==> config.mk <==
export PLATFORM = sky130hd
export DESIGN_NAME = hwce_regfile
export DESIGN_NICKNAME = d
export VERILOG_FILES = /design/src/design/hwce_cfg_pkg.sv /design/src/design/hwce_arith_pkg.sv /design/src/design/hwce_regfile.sv
export SDC_FILE = /design/constraint.sdc
export NUM_CORES = 1
export LEC_CHECK = 0
export BUFFER_PORTS_ARGS = -buffer_cell sky130_fd_sc_hd__buf_2
export CORE_MARGIN = 2
export CORE_UTILIZATION = 40
export CTS_CLUSTER_DIAMETER = 60
export DETAILED_ROUTE_END_ITERATION = 10
export PLACE_DENSITY = 0.68
export SYNTH_ARGS = -nofsm -noshare
export SYNTH_HDL_FRONTEND = slang
export SYNTH_SLANG_ARGS = --single-unit
==> constraint.sdc <==
create_clock -name clk_fast_i -period 2.7 [get_ports clk_fast_i]
set_input_delay 0.54 -clock clk_fast_i [delete_from_list [all_inputs] [get_ports clk_fast_i]]
set_output_delay 0.54 -clock clk_fast_i [all_outputs]
set_load 0.01 [all_outputs]
==> src/design/hwce_cfg_pkg.sv <==
`default_nettype none

package hwce_cfg_pkg;

  // host configuration port
  localparam int CFG_ADDR_WIDTH = 3;
  localparam int CFG_DATA_WIDTH = 16;

  // register map, codes 6 and 7 are unused and read 0
  typedef enum logic [CFG_ADDR_WIDTH-1:0] {
    REG_TRIGGER = 3'd0,
    REG_WBASE   = 3'd1,
    REG_BIAS    = 3'd2,
    REG_QF      = 3'd3,
    REG_FLAGS   = 3'd4,
    REG_STATUS  = 3'd5
  } cfg_reg_e;

  // bit positions inside REG_FLAGS and REG_STATUS
  localparam int FLAG_RELU   = 0;
  localparam int STATUS_BUSY = 0;

  // weight loader FSM
  typedef enum logic [1:0] {
    LD_IDLE  = 2'd0,
    LD_FETCH = 2'd1,
    LD_DRAIN = 2'd2
  } loader_state_e;

endpackage

`default_nettype wire

==> src/design/hwce_arith_pkg.sv <==
`default_nettype none

package hwce_arith_pkg;

  // sample stream and filter taps
  localparam int SAMPLE_WIDTH = 16;
  localparam int FILTER_SIZE  = 5;

  // five full products plus the bias shifted by up to 15
  localparam int ACC_WIDTH = 40;

  // fixed-point shift field
  localparam int QF_WIDTH = 4;

  // weight memory geometry
  localparam int WMEM_DEPTH      = 64;
  localparam int WMEM_ADDR_WIDTH = 6;

  // tap index, shared by the loader and the engine fill counter
  localparam int TAP_IDX_WIDTH = $clog2(FILTER_SIZE);
  localparam logic [TAP_IDX_WIDTH-1:0] LAST_TAP = TAP_IDX_WIDTH'(FILTER_SIZE - 1);

  // samples, taps and bias
  typedef logic signed [SAMPLE_WIDTH-1:0] sample_t;

  // accumulator
  typedef logic signed [ACC_WIDTH-1:0] acc_t;

endpackage

`default_nettype wire
==> src/design/hwce_regfile.sv <==
`timescale 1ns/10ps
`default_nettype none

module hwce_regfile (
  input  logic                                         clk_fast_i,
  input  logic                                         rst_n,
  input  logic                                         cfg_req_i,
  input  logic                                         cfg_we_i,
  input  hwce_cfg_pkg::cfg_reg_e                       cfg_addr_i,
  input  logic [hwce_cfg_pkg::CFG_DATA_WIDTH-1:0]      cfg_wdata_i,
  output logic                                         cfg_rvalid_o,
  output logic [hwce_cfg_pkg::CFG_DATA_WIDTH-1:0]      cfg_rdata_o,
  input  logic                                         load_done_i,
  output logic                                         load_start_o,
  output logic [hwce_arith_pkg::WMEM_ADDR_WIDTH-1:0]   wbase_o,
  output hwce_arith_pkg::sample_t                      bias_o,
  output logic [hwce_arith_pkg::QF_WIDTH-1:0]          qf_o,
  output logic                                         relu_en_o,
  output logic                                         evt_interrupt_o
);

  logic                                    busy_q;
  logic                                    wr_en;
  logic [hwce_cfg_pkg::CFG_DATA_WIDTH-1:0] rd_mux;

  assign wr_en = cfg_req_i & cfg_we_i;

  // read mux over the current register values
  always_comb begin
    rd_mux = '0;
    case (cfg_addr_i)
      hwce_cfg_pkg::REG_WBASE:  rd_mux[hwce_arith_pkg::WMEM_ADDR_WIDTH-1:0] = wbase_o;
      hwce_cfg_pkg::REG_BIAS:   rd_mux = bias_o;
      hwce_cfg_pkg::REG_QF:     rd_mux[hwce_arith_pkg::QF_WIDTH-1:0] = qf_o;
      hwce_cfg_pkg::REG_FLAGS:  rd_mux[hwce_cfg_pkg::FLAG_RELU] = relu_en_o;
      hwce_cfg_pkg::REG_STATUS: rd_mux[hwce_cfg_pkg::STATUS_BUSY] = busy_q;
      default:                  rd_mux = '0;
    endcase
  end

  always_ff @(posedge clk_fast_i) begin
    if (!rst_n) begin
      cfg_rvalid_o    <= 1'b0;
      cfg_rdata_o     <= '0;
      wbase_o         <= '0;
      bias_o          <= '0;
      qf_o            <= '0;
      relu_en_o       <= 1'b0;
      busy_q          <= 1'b0;
      load_start_o    <= 1'b0;
      evt_interrupt_o <= 1'b0;
    end else begin
      // reads answer one cycle after the request
      cfg_rvalid_o <= cfg_req_i & ~cfg_we_i;
      cfg_rdata_o  <= rd_mux;

      if (wr_en) begin
        case (cfg_addr_i)
          hwce_cfg_pkg::REG_WBASE: wbase_o   <= cfg_wdata_i[hwce_arith_pkg::WMEM_ADDR_WIDTH-1:0];
          hwce_cfg_pkg::REG_BIAS:  bias_o    <= hwce_arith_pkg::sample_t'(cfg_wdata_i);
          hwce_cfg_pkg::REG_QF:    qf_o      <= cfg_wdata_i[hwce_arith_pkg::QF_WIDTH-1:0];
          hwce_cfg_pkg::REG_FLAGS: relu_en_o <= cfg_wdata_i[hwce_cfg_pkg::FLAG_RELU];
          default: ;
        endcase
      end

      ////////////////////
      // trigger and event
      ////////////////////
      load_start_o <= 1'b0;
      if (wr_en && cfg_addr_i == hwce_cfg_pkg::REG_TRIGGER && !busy_q) begin
        load_start_o <= 1'b1;
        busy_q       <= 1'b1;
      end
      // busy drops and the event fires together
      evt_interrupt_o <= load_done_i;
      if (load_done_i) begin
        busy_q <= 1'b0;
      end
    end
  end

  // loader only finishes a load that this block started
  a_done_while_busy : assert property (
    @(posedge clk_fast_i) disable iff (!rst_n)
    load_done_i |-> busy_q
  );

  // one event per load
  a_evt_single : assert property (
    @(posedge clk_fast_i) disable iff (!rst_n)
    evt_interrupt_o |=> !evt_interrupt_o
  );

endmodule

`default_nettype wire

Word-level counts from Yosys, hierarchy flattened. Index checks and enable logic that the tools add are counted.

Flip-flop bits (word level): 47.

Reductions and logical operators: 10. Bitwise operators: 4. Equal/unequal tests: 5. Multiplexer cells: 4.

Operators by type and width (count): $reduce_and 2->1 (5); $pmux 3 s3 (1); $eq 3x2->1 const B (2); $eq 3x3->1 const B (2); $pmux 1 s5 (1); $pmux 2 s2 (1); $eq 3x1->1 const B (1); $logic_not 3->1 (1); $and 1x1->1 (2); $logic_and 1x1->1 (2); $not 1->1 (2); $reduce_or 2->1 (1); $logic_not 1->1 (1); $mux 1 (1).

Longest topological paths before layout. Gate-level depths: netlist of run 1.

Word-level depth: 4. Depth in mapped cells: 5. Gate-level depth less buffers: 3.

Least setup slack after synthesis of run 1. No wires, ideal clock.

Path kind: in2reg. From: input port cfg_addr_i[0]. To: register bias_o[2]. Library setup time: 72 ps. Stages on the path: 5. Arrival time: 1315 ps. Setup slack: 1313 ps. Cell sequence: buf_6 -> nand2b_4 -> nor2_8 -> buf_12 -> mux2i_1.

Longest elaborated chain between the ends: 2.

RTL lines: start: declaration (line hwce_regfile.sv:9) `input hwce_cfg_pkg::cfg_reg_e cfg_addr_i,`; $eq 3x2->1 (line hwce_regfile.sv:58) `case (cfg_addr_i)`; $reduce_and 2->1 (no line); end signal: assignment (line hwce_regfile.sv:60) `hwce_cfg_pkg::REG_BIAS: bias_o <= hwce_arith_pkg::sample_t'(cfg_wdata_i);`; end: declaration (line hwce_regfile.sv:16) `output hwce_arith_pkg::sample_t bias_o,`.

No other way between the ends. A chain may end at the register's enable or synchronous reset.

Final worst setup path of run 1.
From: input port rst_n. To: register cfg_rdata_o[8] (netlist name).

Longest elaborated chain between the ends: 1.

RTL lines: start: declaration (line hwce_regfile.sv:6) `input logic rst_n,`; $reduce_and 2->1 (no line); end signal: assignment (line hwce_regfile.sv:55) `cfg_rdata_o <= rd_mux;`; end: declaration (line hwce_regfile.sv:12) `output logic [hwce_cfg_pkg::CFG_DATA_WIDTH-1:0] cfg_rdata_o,`.

No other way between the ends.

==> flow_summary_export.csv, run 1 <==
group,metric,value,unit
worst_setup_path,crit_fanout,23,
routing,routedWlPerCell,13.01,um
logic_synthesis,syn_nets,198,
timing,setup_violations,0,
worst_setup_path,critPathKind,"input port to flip-flop",
placement,dp_slack,0.8737,ns
floorplanning,core,4354,um^2
logic_synthesis,async_reset_ff_share,0,%
layout,layout-drive-gt1-share,37.19,%
logic_synthesis,ys_types,26,
clock_network,cts_tree,"yes",
status,outcome,"complete, no violations",
global_route,grt_overflow,0,
worst_setup_path,slowest_stage,"nor2_2",
timing,max_freq,674.6,MHz
clock_network,ctsHoldBuffers,0,
clock_network,cts.htree.levels,2,
logic_synthesis,synth.cell_area,1809,um^2
logic_synthesis,yosysWarningCount,0,
logic_synthesis,synthFlopType,"dfxtp_1",
worst_setup_path,worst_r2r_endpoint,"cfg_rdata_o[0]",
min_path,min_path_type,"input port to flip-flop",
routing,ant_nets,0,
routing,drc,0,
logic_synthesis,yosys_register_bits,47,
placement,hpwl,2.684,mm
routing,viasPerCell,4.622,
timing,fin_tns_setup,0,ns
timing,min_period_over_period,54.90,%
clock_network,ctsResizeCount,0,
floorplanning,num_rows,24,
clock_network,post_cts_buffers,0,
global_route,grt_pass1_wl,6.078,mm
logic_synthesis,synth_edf_count,0,
timing,tightest_slew,0.4155,ns
min_path,hold_depth,2,
worst_setup_path,cp-end-kind,"flip-flop",
min_path,whs_endpoint,"busy_q",
power_and_ir_drop,max-vdd-ir-drop,0.0003041,V
clock_network,cts.root.buffer_cell,"clkbuf_8",
layout,area_growth,25.17,%
logic_synthesis,avgSynthCellArea,10.40,um^2
power_and_ir_drop,p_leak,1.065,nW
worst_setup_path,cpPeakStageDelay,0.39,ns
routing,dr.pass1.iters,4,
clock_network,numCtsBuffers,5,
worst_setup_path,crit_required,2.94,ns
layout,num_antenna_cells,0,
placement,port_buffers,69,
global_route,grt_pass1_vias,1232,
layout,nNetsFinal,265,
worst_setup_path,reg2reg_slack,1.74,ns
timing,rsz0062_at_grt,"false",
global_route,grt.total_usage,15.37,%
floorplanning,start_util,41.55,%
worst_setup_path,start_kind,"input port",
layout,layout_commonest_cell,"buf_2",
routing,drtIter0Drc,56,
power_and_ir_drop,p_total,1.315,mW
run,maxCapViolCount,0,
logic_synthesis,yosysSeqAreaShare,52.01,%
timing,relSlewSlack,72.18,%
power_and_ir_drop,powerDensity,580.5,nW/um^2
worst_setup_path,regToRegStartpoint,"bias_o[0]",
floorplanning,design.die.area,5077,um^2
worst_setup_path,path_cells,"buf_2, nand2b_1, nor2_2, and2_1",
clock_network,cts_buffer_depth,2,
layout,layout_common_cells,"69 x buf_2, 47 x dfxtp_1, 46 x nand2_1, 28 x mux2i_1, 11 x and2_1",
floorplanning,io_pins,70,
timing,min_period,1.482,ns
timing,setup_slack,1.218,ns
floorplanning,die_w,71.26,um
timing,hold_viol_final,0,
logic_synthesis,synth_cells,174,
routing,drt-total-wl,3.824,mm
worst_setup_path,worst_ep_arrival_time,1.72,ns
floorplanning,fp.dieH,71.26,um
timing,finalMaxSlewViolations,0,
clock_network,path_clk_slew,0.08,ns
global_route,grt_max_degree,27,
clock_network,clock-sinks,47,
routing,vias,1359,
worst_setup_path,r2r.worst_path.cells,3,
timing,skew,0.003779,ns
placement,place.gp.congestion,0.7258,
min_path,min_from,"load_done_i",
clock_network,worstSkewPairLatency,0.29,ns
global_route,antenna_found_initial,0,
[per-layer routing]
metal | track usage, % | part of all wire (%) | vias up
met5 | 0 | 0 | -
met4 | 5.031 | 1.5 | 0
met3 | 5.063 | 6.8 | 6
met2 | 22.43 | 43 | 46
met1 | 21.51 | 49 | 601
li1 | - | - | 706
[cell families (layout without fill, tap and decap cells)]
family                 count (synthesis)  in the layout  share of synthesized area, %
DFF                                   47             47                         52.01
buffers and inverters                 11             79                         4.633
muxes                                 32             32                         17.98
AOI/OAI and AO/OA                      8              8                         3.042
and+or+nand+nor                       76             76                         22.34
[how the worst max path moves through the flow]
| stage | end | cells past startpoint | start |
|---|---|---|---|
| finish | cfg_rdata_o[8] | 4 | rst_n |
| global placement | wbase_o[0] | 4 | cfg_addr_i[0] |
| detailed placement | cfg_rdata_o[6] | 4 | rst_n |
| global route | cfg_rdata_o[9] | 4 | rst_n |
| CTS | cfg_rdata_o[8] | 4 | rst_n |
| floorplan | bias_o[2] | 5 | cfg_addr_i[0] |
[area by class of cell]
cell class | count | area, um^2
Fill cell | 413 | 2090
Sequential cell | 47 | 940.9
Multi-Input combinational cell | 116 | 784.5
Timing Repair Buffer | 70 | 352.8
Clock buffer | 6 | 82.58
Tap cell | 52 | 65.06
Clock inverter | 2 | 35.03
Inverter | 1 | 3.754
[worst max-delay path: cells and delay by family]
| family | cells | cell delay (ns) |
|---|---|---|
| buffers and inverters | 1 | 0.32 |
| AND/OR/NAND/NOR | 3 | 0.86 |
[cells in the mapped netlist, types with 2 or more instances]
| master | number | share of area, % |
|---|---|---|
| a22oi_1 | 6 | 2.5 |
| and2_1 | 11 | 3.8 |
| buf_2 | 6 | 1.7 |
| buf_6 | 2 | 1.2 |
| dfxtp_1 | 47 | 52 |
| mux2_2 | 4 | 2.5 |
| mux2i_1 | 28 | 15 |
| nand2_1 | 46 | 9.5 |
| nor2_1 | 5 | 1.0 |
| nor2_2 | 2 | 0.69 |
| nor3b_1 | 2 | 0.83 |
[metrics by stage]
stage	util (%)	area, um^2	std cells	hold WS [ns]
2_1_floorplan	-	1809	174	0.4214
4_1_cts	52.01	2265	294	0.4012
3_5_place_dp	49.31	2147	286	0.4443
3_3_place_gp	49.31	2147	286	0.4541
5_1_grt	52.01	2265	294	0.4094
6_report	52.01	2265	294	0.4128
[where the power goes]
group	switching, mW	total, mW	internal, mW
combinational	0.0480	0.0831	0.0351
sequential	0.00413	0.704	0.700
clock	0.228	0.528	0.300
total	0.280	1.31	1.03
[sequential cells by signal (all words and copies together) (netlist names)]
| signal | cells |
|---|---|
| cfg_rvalid_o | 1 |
| wbase_o | 6 |
| relu_en_o | 1 |
| bias_o | 16 |
| load_start_o | 1 |
| cfg_rdata_o | 16 |
| busy_q | 1 |
| qf_o | 4 |
| evt_interrupt_o | 1 |
Note: power is estimated with default switching activity, not from simulation.
==> inputs of run 2 (changes only) <==
--- a/config.mk
+++ b/config.mk
@@ -5,12 +5,13 @@
 export SDC_FILE = /design/constraint.sdc
 export NUM_CORES = 1
 export LEC_CHECK = 0
+export ABC_AREA = 1
 export BUFFER_PORTS_ARGS = -buffer_cell sky130_fd_sc_hd__buf_2
 export CORE_MARGIN = 2
 export CORE_UTILIZATION = 40
 export CTS_CLUSTER_DIAMETER = 60
 export DETAILED_ROUTE_END_ITERATION = 10
-export PLACE_DENSITY = 0.68
+export PLACE_DENSITY = 0.71
 export SYNTH_ARGS = -nofsm -noshare
 export SYNTH_HDL_FRONTEND = slang
 export SYNTH_SLANG_ARGS = --single-unit
==> constraint.sdc (replaced) <==
create_clock -name clk_fast_i -period 1.28 [get_ports clk_fast_i]
set_input_delay 0.256 -clock clk_fast_i [delete_from_list [all_inputs] [get_ports clk_fast_i]]
set_output_delay 0.256 -clock clk_fast_i [all_outputs]
set_load 0.01 [all_outputs]
==> run 2 against run 1 <==
Register-to-register slack got worse by 1.2 ns. Highest routed layer unchanged. Design area decreased by 1.6%. Cell count increased by 17%. Largest power group unchanged.
==> flow_summary_export.csv, run 2 <==
group,metric,value,unit
status,outcome,"complete, no violations",
logic_synthesis,yosys_register_bits,47,
clock_network,post_cts_buffers,0,
min_path,hold_depth,2,
floorplanning,start_util,41.99,%
placement,place_inst,337,
global_route,grt_max_degree,17,
clock_network,numCtsBuffers,5,
floorplanning,design.die.area,4765,um^2
layout,layout-drive-gt1-share,31.53,%
clock_network,ctsResizeCount,0,
clock_network,cts.root.buffer_cell,"clkbuf_8",
floorplanning,num_rows,23,
worst_setup_path,cp_num_buf_inv,1,
layout,nNetsFinal,318,
timing,rsz0062_at_grt,"false",
power_and_ir_drop,p_total,2.682,mW
global_route,grt.total_usage,17.70,%
logic_synthesis,avgSynthCellArea,7.832,um^2
timing,setup_violations,0,
worst_setup_path,critPathKind,"flip-flop to output pin",
logic_synthesis,yosysSeqAreaShare,55.62,%
logic_synthesis,synthTopCellsByCount,"70 x nor2_1, 47 x dfxtp_1, 21 x inv_1, 19 x o21ai_0, 18 x nand2_1",
timing,hold_viol_final,0,
power_and_ir_drop,max-vdd-ir-drop,0.0005645,V
layout,num_antenna_cells,0,
logic_synthesis,syn_nets,240,
floorplanning,fp.dieH,69.03,um
worst_setup_path,cpPeakStageDelay,0.38,ns
worst_setup_path,worst_ep_arrival_time,0.83,ns
logic_synthesis,synth_cells,216,
worst_setup_path,slowest_stage,"dfxtp_1",
layout,fin_cells,345,
placement,hpwl,3.072,mm
global_route,grt_pass1_wl,6.679,mm
floorplanning,io_pins,70,
worst_setup_path,cp.depth,1,
logic_synthesis,synth_most_common_cell,"nor2_1",
worst_setup_path,crit_required,1.02,ns
logic_synthesis,yosysTopAreaCellShare,55.62,%
floorplanning,core,4029,um^2
routing,routedWlPerCell,11.88,um
timing,min_period,1.090,ns
global_route,grt_pass1_vias,1416,
clock_network,cts.htree.levels,2,
clock_network,cts_buffer_depth,2,
timing,max_freq,917.8,MHz
logic_synthesis,synthFlopType,"dfxtp_1",
clock_network,path_clk_slew,0.08,ns
power_and_ir_drop,p_leak,1.098,nW
routing,vias,1618,
timing,finalMaxSlewViolations,0,
logic_synthesis,async_reset_ff_share,0,%
clock_network,worstSkewPairLatency,0.30,ns
clock_network,cts_tree,"yes",
logic_synthesis,synth_edf_count,0,
routing,drc,0,
routing,viasPerCell,4.690,
logic_synthesis,ys_types,18,
layout,layout_common_cells,"70 x nor2_1, 69 x buf_2, 47 x dfxtp_1, 21 x inv_1, 19 x o21ai_0",
global_route,antenna_found_initial,0,
worst_setup_path,crit_family,"flip-flops",
min_path,min_path_type,"input port to flip-flop",
layout,utilization,55.31,%
global_route,grt_overflow,0,
worst_setup_path,cp-end-kind,"output pin",
timing,relSlewSlack,76.72,%
logic_synthesis,synth_area_leaders,"dfxtp_1 56%, nor2_1 16%, o21ai_0 5.6%",
layout,layout_commonest_cell,"nor2_1",
placement,place.gp.congestion,0.8627,
clock_network,clock-sinks,47,
routing,ant_nets,0,
logic_synthesis,synth_top_area_cell,"dfxtp_1",
worst_setup_path,crit_fanout,3,
routing,drt-total-wl,4.098,mm
timing,min_period_over_period,85.12,%
run,maxCapViolCount,0,
layout,area_growth,31.73,%
worst_setup_path,path_cells,"buf_2",
logic_synthesis,yosysWarningCount,0,
power_and_ir_drop,powerDensity,1204,nW/um^2
timing,skew,0.003461,ns
timing,tightest_slew,0.3484,ns
clock_network,ctsHoldBuffers,0,
floorplanning,die_w,69.03,um
routing,drtIter0Drc,108,
routing,dr.pass1.iters,4,
layout,largestRegisters,"bias_o: 16 flops, cfg_rdata_o: 16 flops, wbase_o: 6 flops",
placement,port_buffers,69,
timing,fin_tns_setup,0,ns
logic_synthesis,synth.cell_area,1692,um^2
worst_setup_path,start_kind,"flip-flop",
worst_setup_path,r2r.worst_path.cells,4,
run 2: cell count changes after synthesis, sizes merged, moves of 11 or more:
| cell | change |
|---|---|
| nor2 | +62 |
| o21ai | +28 |
| mux2i | -28 |
| and2 | -11 |
| nand2 | -26 |
| inv | +22 |
run 2: layout make-up:
cell class	instances	area (um^2)
Sequential cell	47	940.9
Clock buffer	7	96.34
Inverter	24	91.34
Tap cell	50	62.56
Fill cell	428	1800
Multi-Input combinational cell	138	616.8
Clock inverter	1	7.507
Timing Repair Buffer	78	412.9
run 2: metrics by stage:
stage	worst slack [ns]	hold WS, ns	instance area, um^2
2_1_floorplan	0.09526	0.3275	1692
3_5_place_dp	-0.05424	0.4344	2125
5_1_grt	0.1407	0.1083	2228
4_1_cts	0.1761	0.1060	2228
6_report	0.1905	0.1154	2228
3_3_place_gp	-0.01133	0.4265	2125
run 2: worst paths after layout:
path | start | end | slack (ns)
max | bias_o[0] | bias_o[0] | 0.19
min | cfg_we_i | cfg_rvalid_o | 0.12
max reg2reg | bias_o[0] | cfg_rdata_o[0] | 0.50
min reg2reg | bias_o[12] | cfg_rdata_o[12] | 0.44
run 2: metal layers:
metal	vias to the layer above	part of all wire [%]	track usage, %
met1	715	46	24.11
li1	838	-	-
met4	0	1.5	8.061
met2	61	45	25.75
met5	-	0	0
met3	4	7.5	5.263
run 2: logic make-up after synthesis:
family	share of synthesized area, %
flip-flops	55.62
AO/OA/AOI/OAI	9.467
AND/OR/NAND/NOR	27.00
buffers and inverters	7.914
run 2: where the power goes:
group	switching (mW)	total, mW	leakage [nW]	internal (mW)
logic	0.122	0.207	0.668	0.0848
clock network	0.485	0.976	0.0505	0.491
registers	0.0145	1.50	0.380	1.48
total	0.622	2.68	1.10	2.06
==> inputs of run 3 (changes only) <==
--- a/config.mk
+++ b/config.mk
@@ -11,6 +11,7 @@
 export CORE_UTILIZATION = 40
 export CTS_CLUSTER_DIAMETER = 60
 export DETAILED_ROUTE_END_ITERATION = 10
+export GPL_TIMING_DRIVEN = 0
 export PLACE_DENSITY = 0.71
 export SYNTH_ARGS = -nofsm -noshare
 export SYNTH_HDL_FRONTEND = slang
==> run 3 against run 2 <==
Maximum frequency is 3.1% lower. Core utilization is 1.2 points lower. Total power is 3.2% lower. Worst setup slack worse by 0.035 ns. Die area stayed put. Global-route usage is 0.30 points higher. Sequential power hardly changed. First-iteration DRC count is 33% lower. Flip-flop and latch count stayed put. Worst hold slack worse by 0.0040 ns. Critical path type is now input port to flip-flop. Combinational power is 4% lower. Cell count is 1.2% lower.
==> flow_summary_export.csv, run 3 (synthesis gave the netlist of run 2 again) <==
group,metric,value,unit
status,outcome,"complete, no violations",
worst_setup_path,start_kind,"input port",
placement,hpwl,3.016,mm
routing,viasPerCell,4.575,
floorplanning,io_pins,70,
layout,num_antenna_cells,0,
global_route,grt_use_met2,28.63,%
power_and_ir_drop,powerDensity,1192,nW/um^2
clock_network,ctsHoldBuffers,0,
global_route,grt_pass1_vias,1486,
clock_network,cts.htree.levels,2,
global_route,grt_pass1_wl,6.824,mm
layout,fin_cells,341,
placement,place.gp.congestion,0.8064,
run,maxCapViolCount,0,
global_route,gr-usage-met3,6.579,%
worst_setup_path,crit_required,1.49,ns
routing,drtIter0Drc,72,
layout,nNetsFinal,314,
placement,port_buffers,67,
min_path,min_path_type,"input port to flip-flop",
clock_network,clock-sinks,47,
timing,tightest_slew,0.4593,ns
layout,area_growth,28.77,%
layout,largestRegisters,"bias_o: 16 flops, cfg_rdata_o: 16 flops, wbase_o: 6 flops",
timing,skew,0.002302,ns
global_route,grt_util_met1,21.68,%
global_route,grt_overflow,0,
global_route,antenna_found_initial,0,
floorplanning,start_util,41.99,%
floorplanning,design.die.area,4765,um^2
global_route,grt_max_degree,16,
routing,drc,0,
layout,layout_commonest_cell,"nor2_1",
clock_network,numCtsBuffers,5,
routing,dr.pass1.iters,4,
floorplanning,core,4029,um^2
timing,max_freq,889.3,MHz
power_and_ir_drop,max-vdd-ir-drop,0.0004333,V
clock_network,ctsResizeCount,0,
global_route,grt-busiest-layer,"met2",
routing,routedWlPerCell,12.11,um
timing,min_period_over_period,87.85,%
routing,ant_nets,0,
layout,layout-drive-gt1-share,29.21,%
worst_setup_path,slowest_stage,"nor3_4",
worst_setup_path,cp_common_cell,"buf_2",
timing,hold_viol_final,0,
floorplanning,num_rows,23,
timing,rsz0062_at_grt,"false",
layout,design_area,2178,um^2
power_and_ir_drop,p_leak,1.057,nW
timing,finalMaxSlewViolations,0,
timing,relSlewSlack,69.38,%
worst_setup_path,critPathKind,"input port to flip-flop",
worst_setup_path,crit_fanout,10,
placement,dpl_cell_area,2090,um^2
timing,setup_violations,0,
worst_setup_path,reg2reg_slack,0.51,ns
clock_network,post_cts_buffers,0,
clock_network,cts.root.buffer_cell,"clkbuf_8",
routing,drt-total-wl,4.130,mm
worst_setup_path,cp-end-kind,"flip-flop",
timing,min_period,1.124,ns
floorplanning,fp.dieH,69.03,um
layout,layout_common_cells,"70 x nor2_1, 68 x buf_2, 47 x dfxtp_1, 21 x inv_1, 19 x o21ai_0",
global_route,grt.total_usage,18.00,%
worst_setup_path,cpPeakStageDelay,0.37,ns
clock_network,cts_buffer_depth,2,
clock_network,worstSkewPairLatency,0.30,ns
floorplanning,die_w,69.03,um
clock_network,cts_tree,"yes",
placement,place_inst,333,
worst_setup_path,path_cells,"buf_2, nor3_4, nand2_4, buf_2, o21ai_1, nor2_1",
routing,vias,1560,
worst_setup_path,worst_ep_arrival_time,1.33,ns
clock_network,path_clk_slew,0.09,ns
==> run 3: changes by cell type in the layout (fill, tap and decap cells not counted), sizes merged <==
cell,delta
buf,-8
clkbuf,+2
clkinv,+1
clkinvlp,+1
==> run 3: final timing paths <==
kind / startpoint / end / depth (start not counted)
max: cfg_addr_i[0] / bias_o[4] / 6
min: cfg_we_i / cfg_rvalid_o / 2
max reg2reg: qf_o[2] / cfg_rdata_o[2] / 4
min reg2reg: bias_o[9] / cfg_rdata_o[9] / 2
==> run 3: where the power goes <==
part	total (mW)	switching [mW]	leakage [nW]	internal, mW
logic	0.199	0.123	0.636	0.0757
registers	1.50	0.0140	0.380	1.48
clock network	0.899	0.518	0.0402	0.381
total	2.60	0.656	1.06	1.94
==> run 3: routing by layer <==
layer  share of wire, %  vias to the layer above
met3                7.4                        6
met2                 45                       53
met1                 45                      677
met5                  0                        -
met4                1.7                        0
li1                   -                      824
==> run 3: worst max-delay path, delay by kind of cell <==
kind                   cells  cell delay [ns]
AND/OR/NAND/NOR            3             0.55
AO/OA/AOI/OAI              1             0.15
buffers and inverters      2             0.37
==> run 3: area by class of cell <==
cell class / count / area (um^2)
fill: 424 / 1851
sequential: 47 / 940.9
multi-input combinational: 138 / 616.8
timing repair buffer: 67 / 335.3
inverter: 24 / 91.34
clock buffer: 5 / 68.82
tap: 50 / 62.56
buffer: 7 / 42.54
clock inverter: 3 / 20.02
==> run 3: through the flow <==
stage | worst slack (ns) | util (%) | hold WS, ns | TNS [ns] | power [mW]
finish | 0.1555 | 54.07 | 0.1114 | 0 | 2.597
detailed placement | -0.1768 | 51.86 | 0.4291 | -2.988 | 1.733
global placement | -0.1638 | 51.86 | 0.4288 | -2.927 | 1.731
floorplan | 0.09526 | - | 0.3275 | 0 | 1.638
CTS | 0.1533 | 54.07 | 0.1062 | 0 | 2.620
global route | 0.07206 | 54.07 | 0.09686 | 0 | 2.719
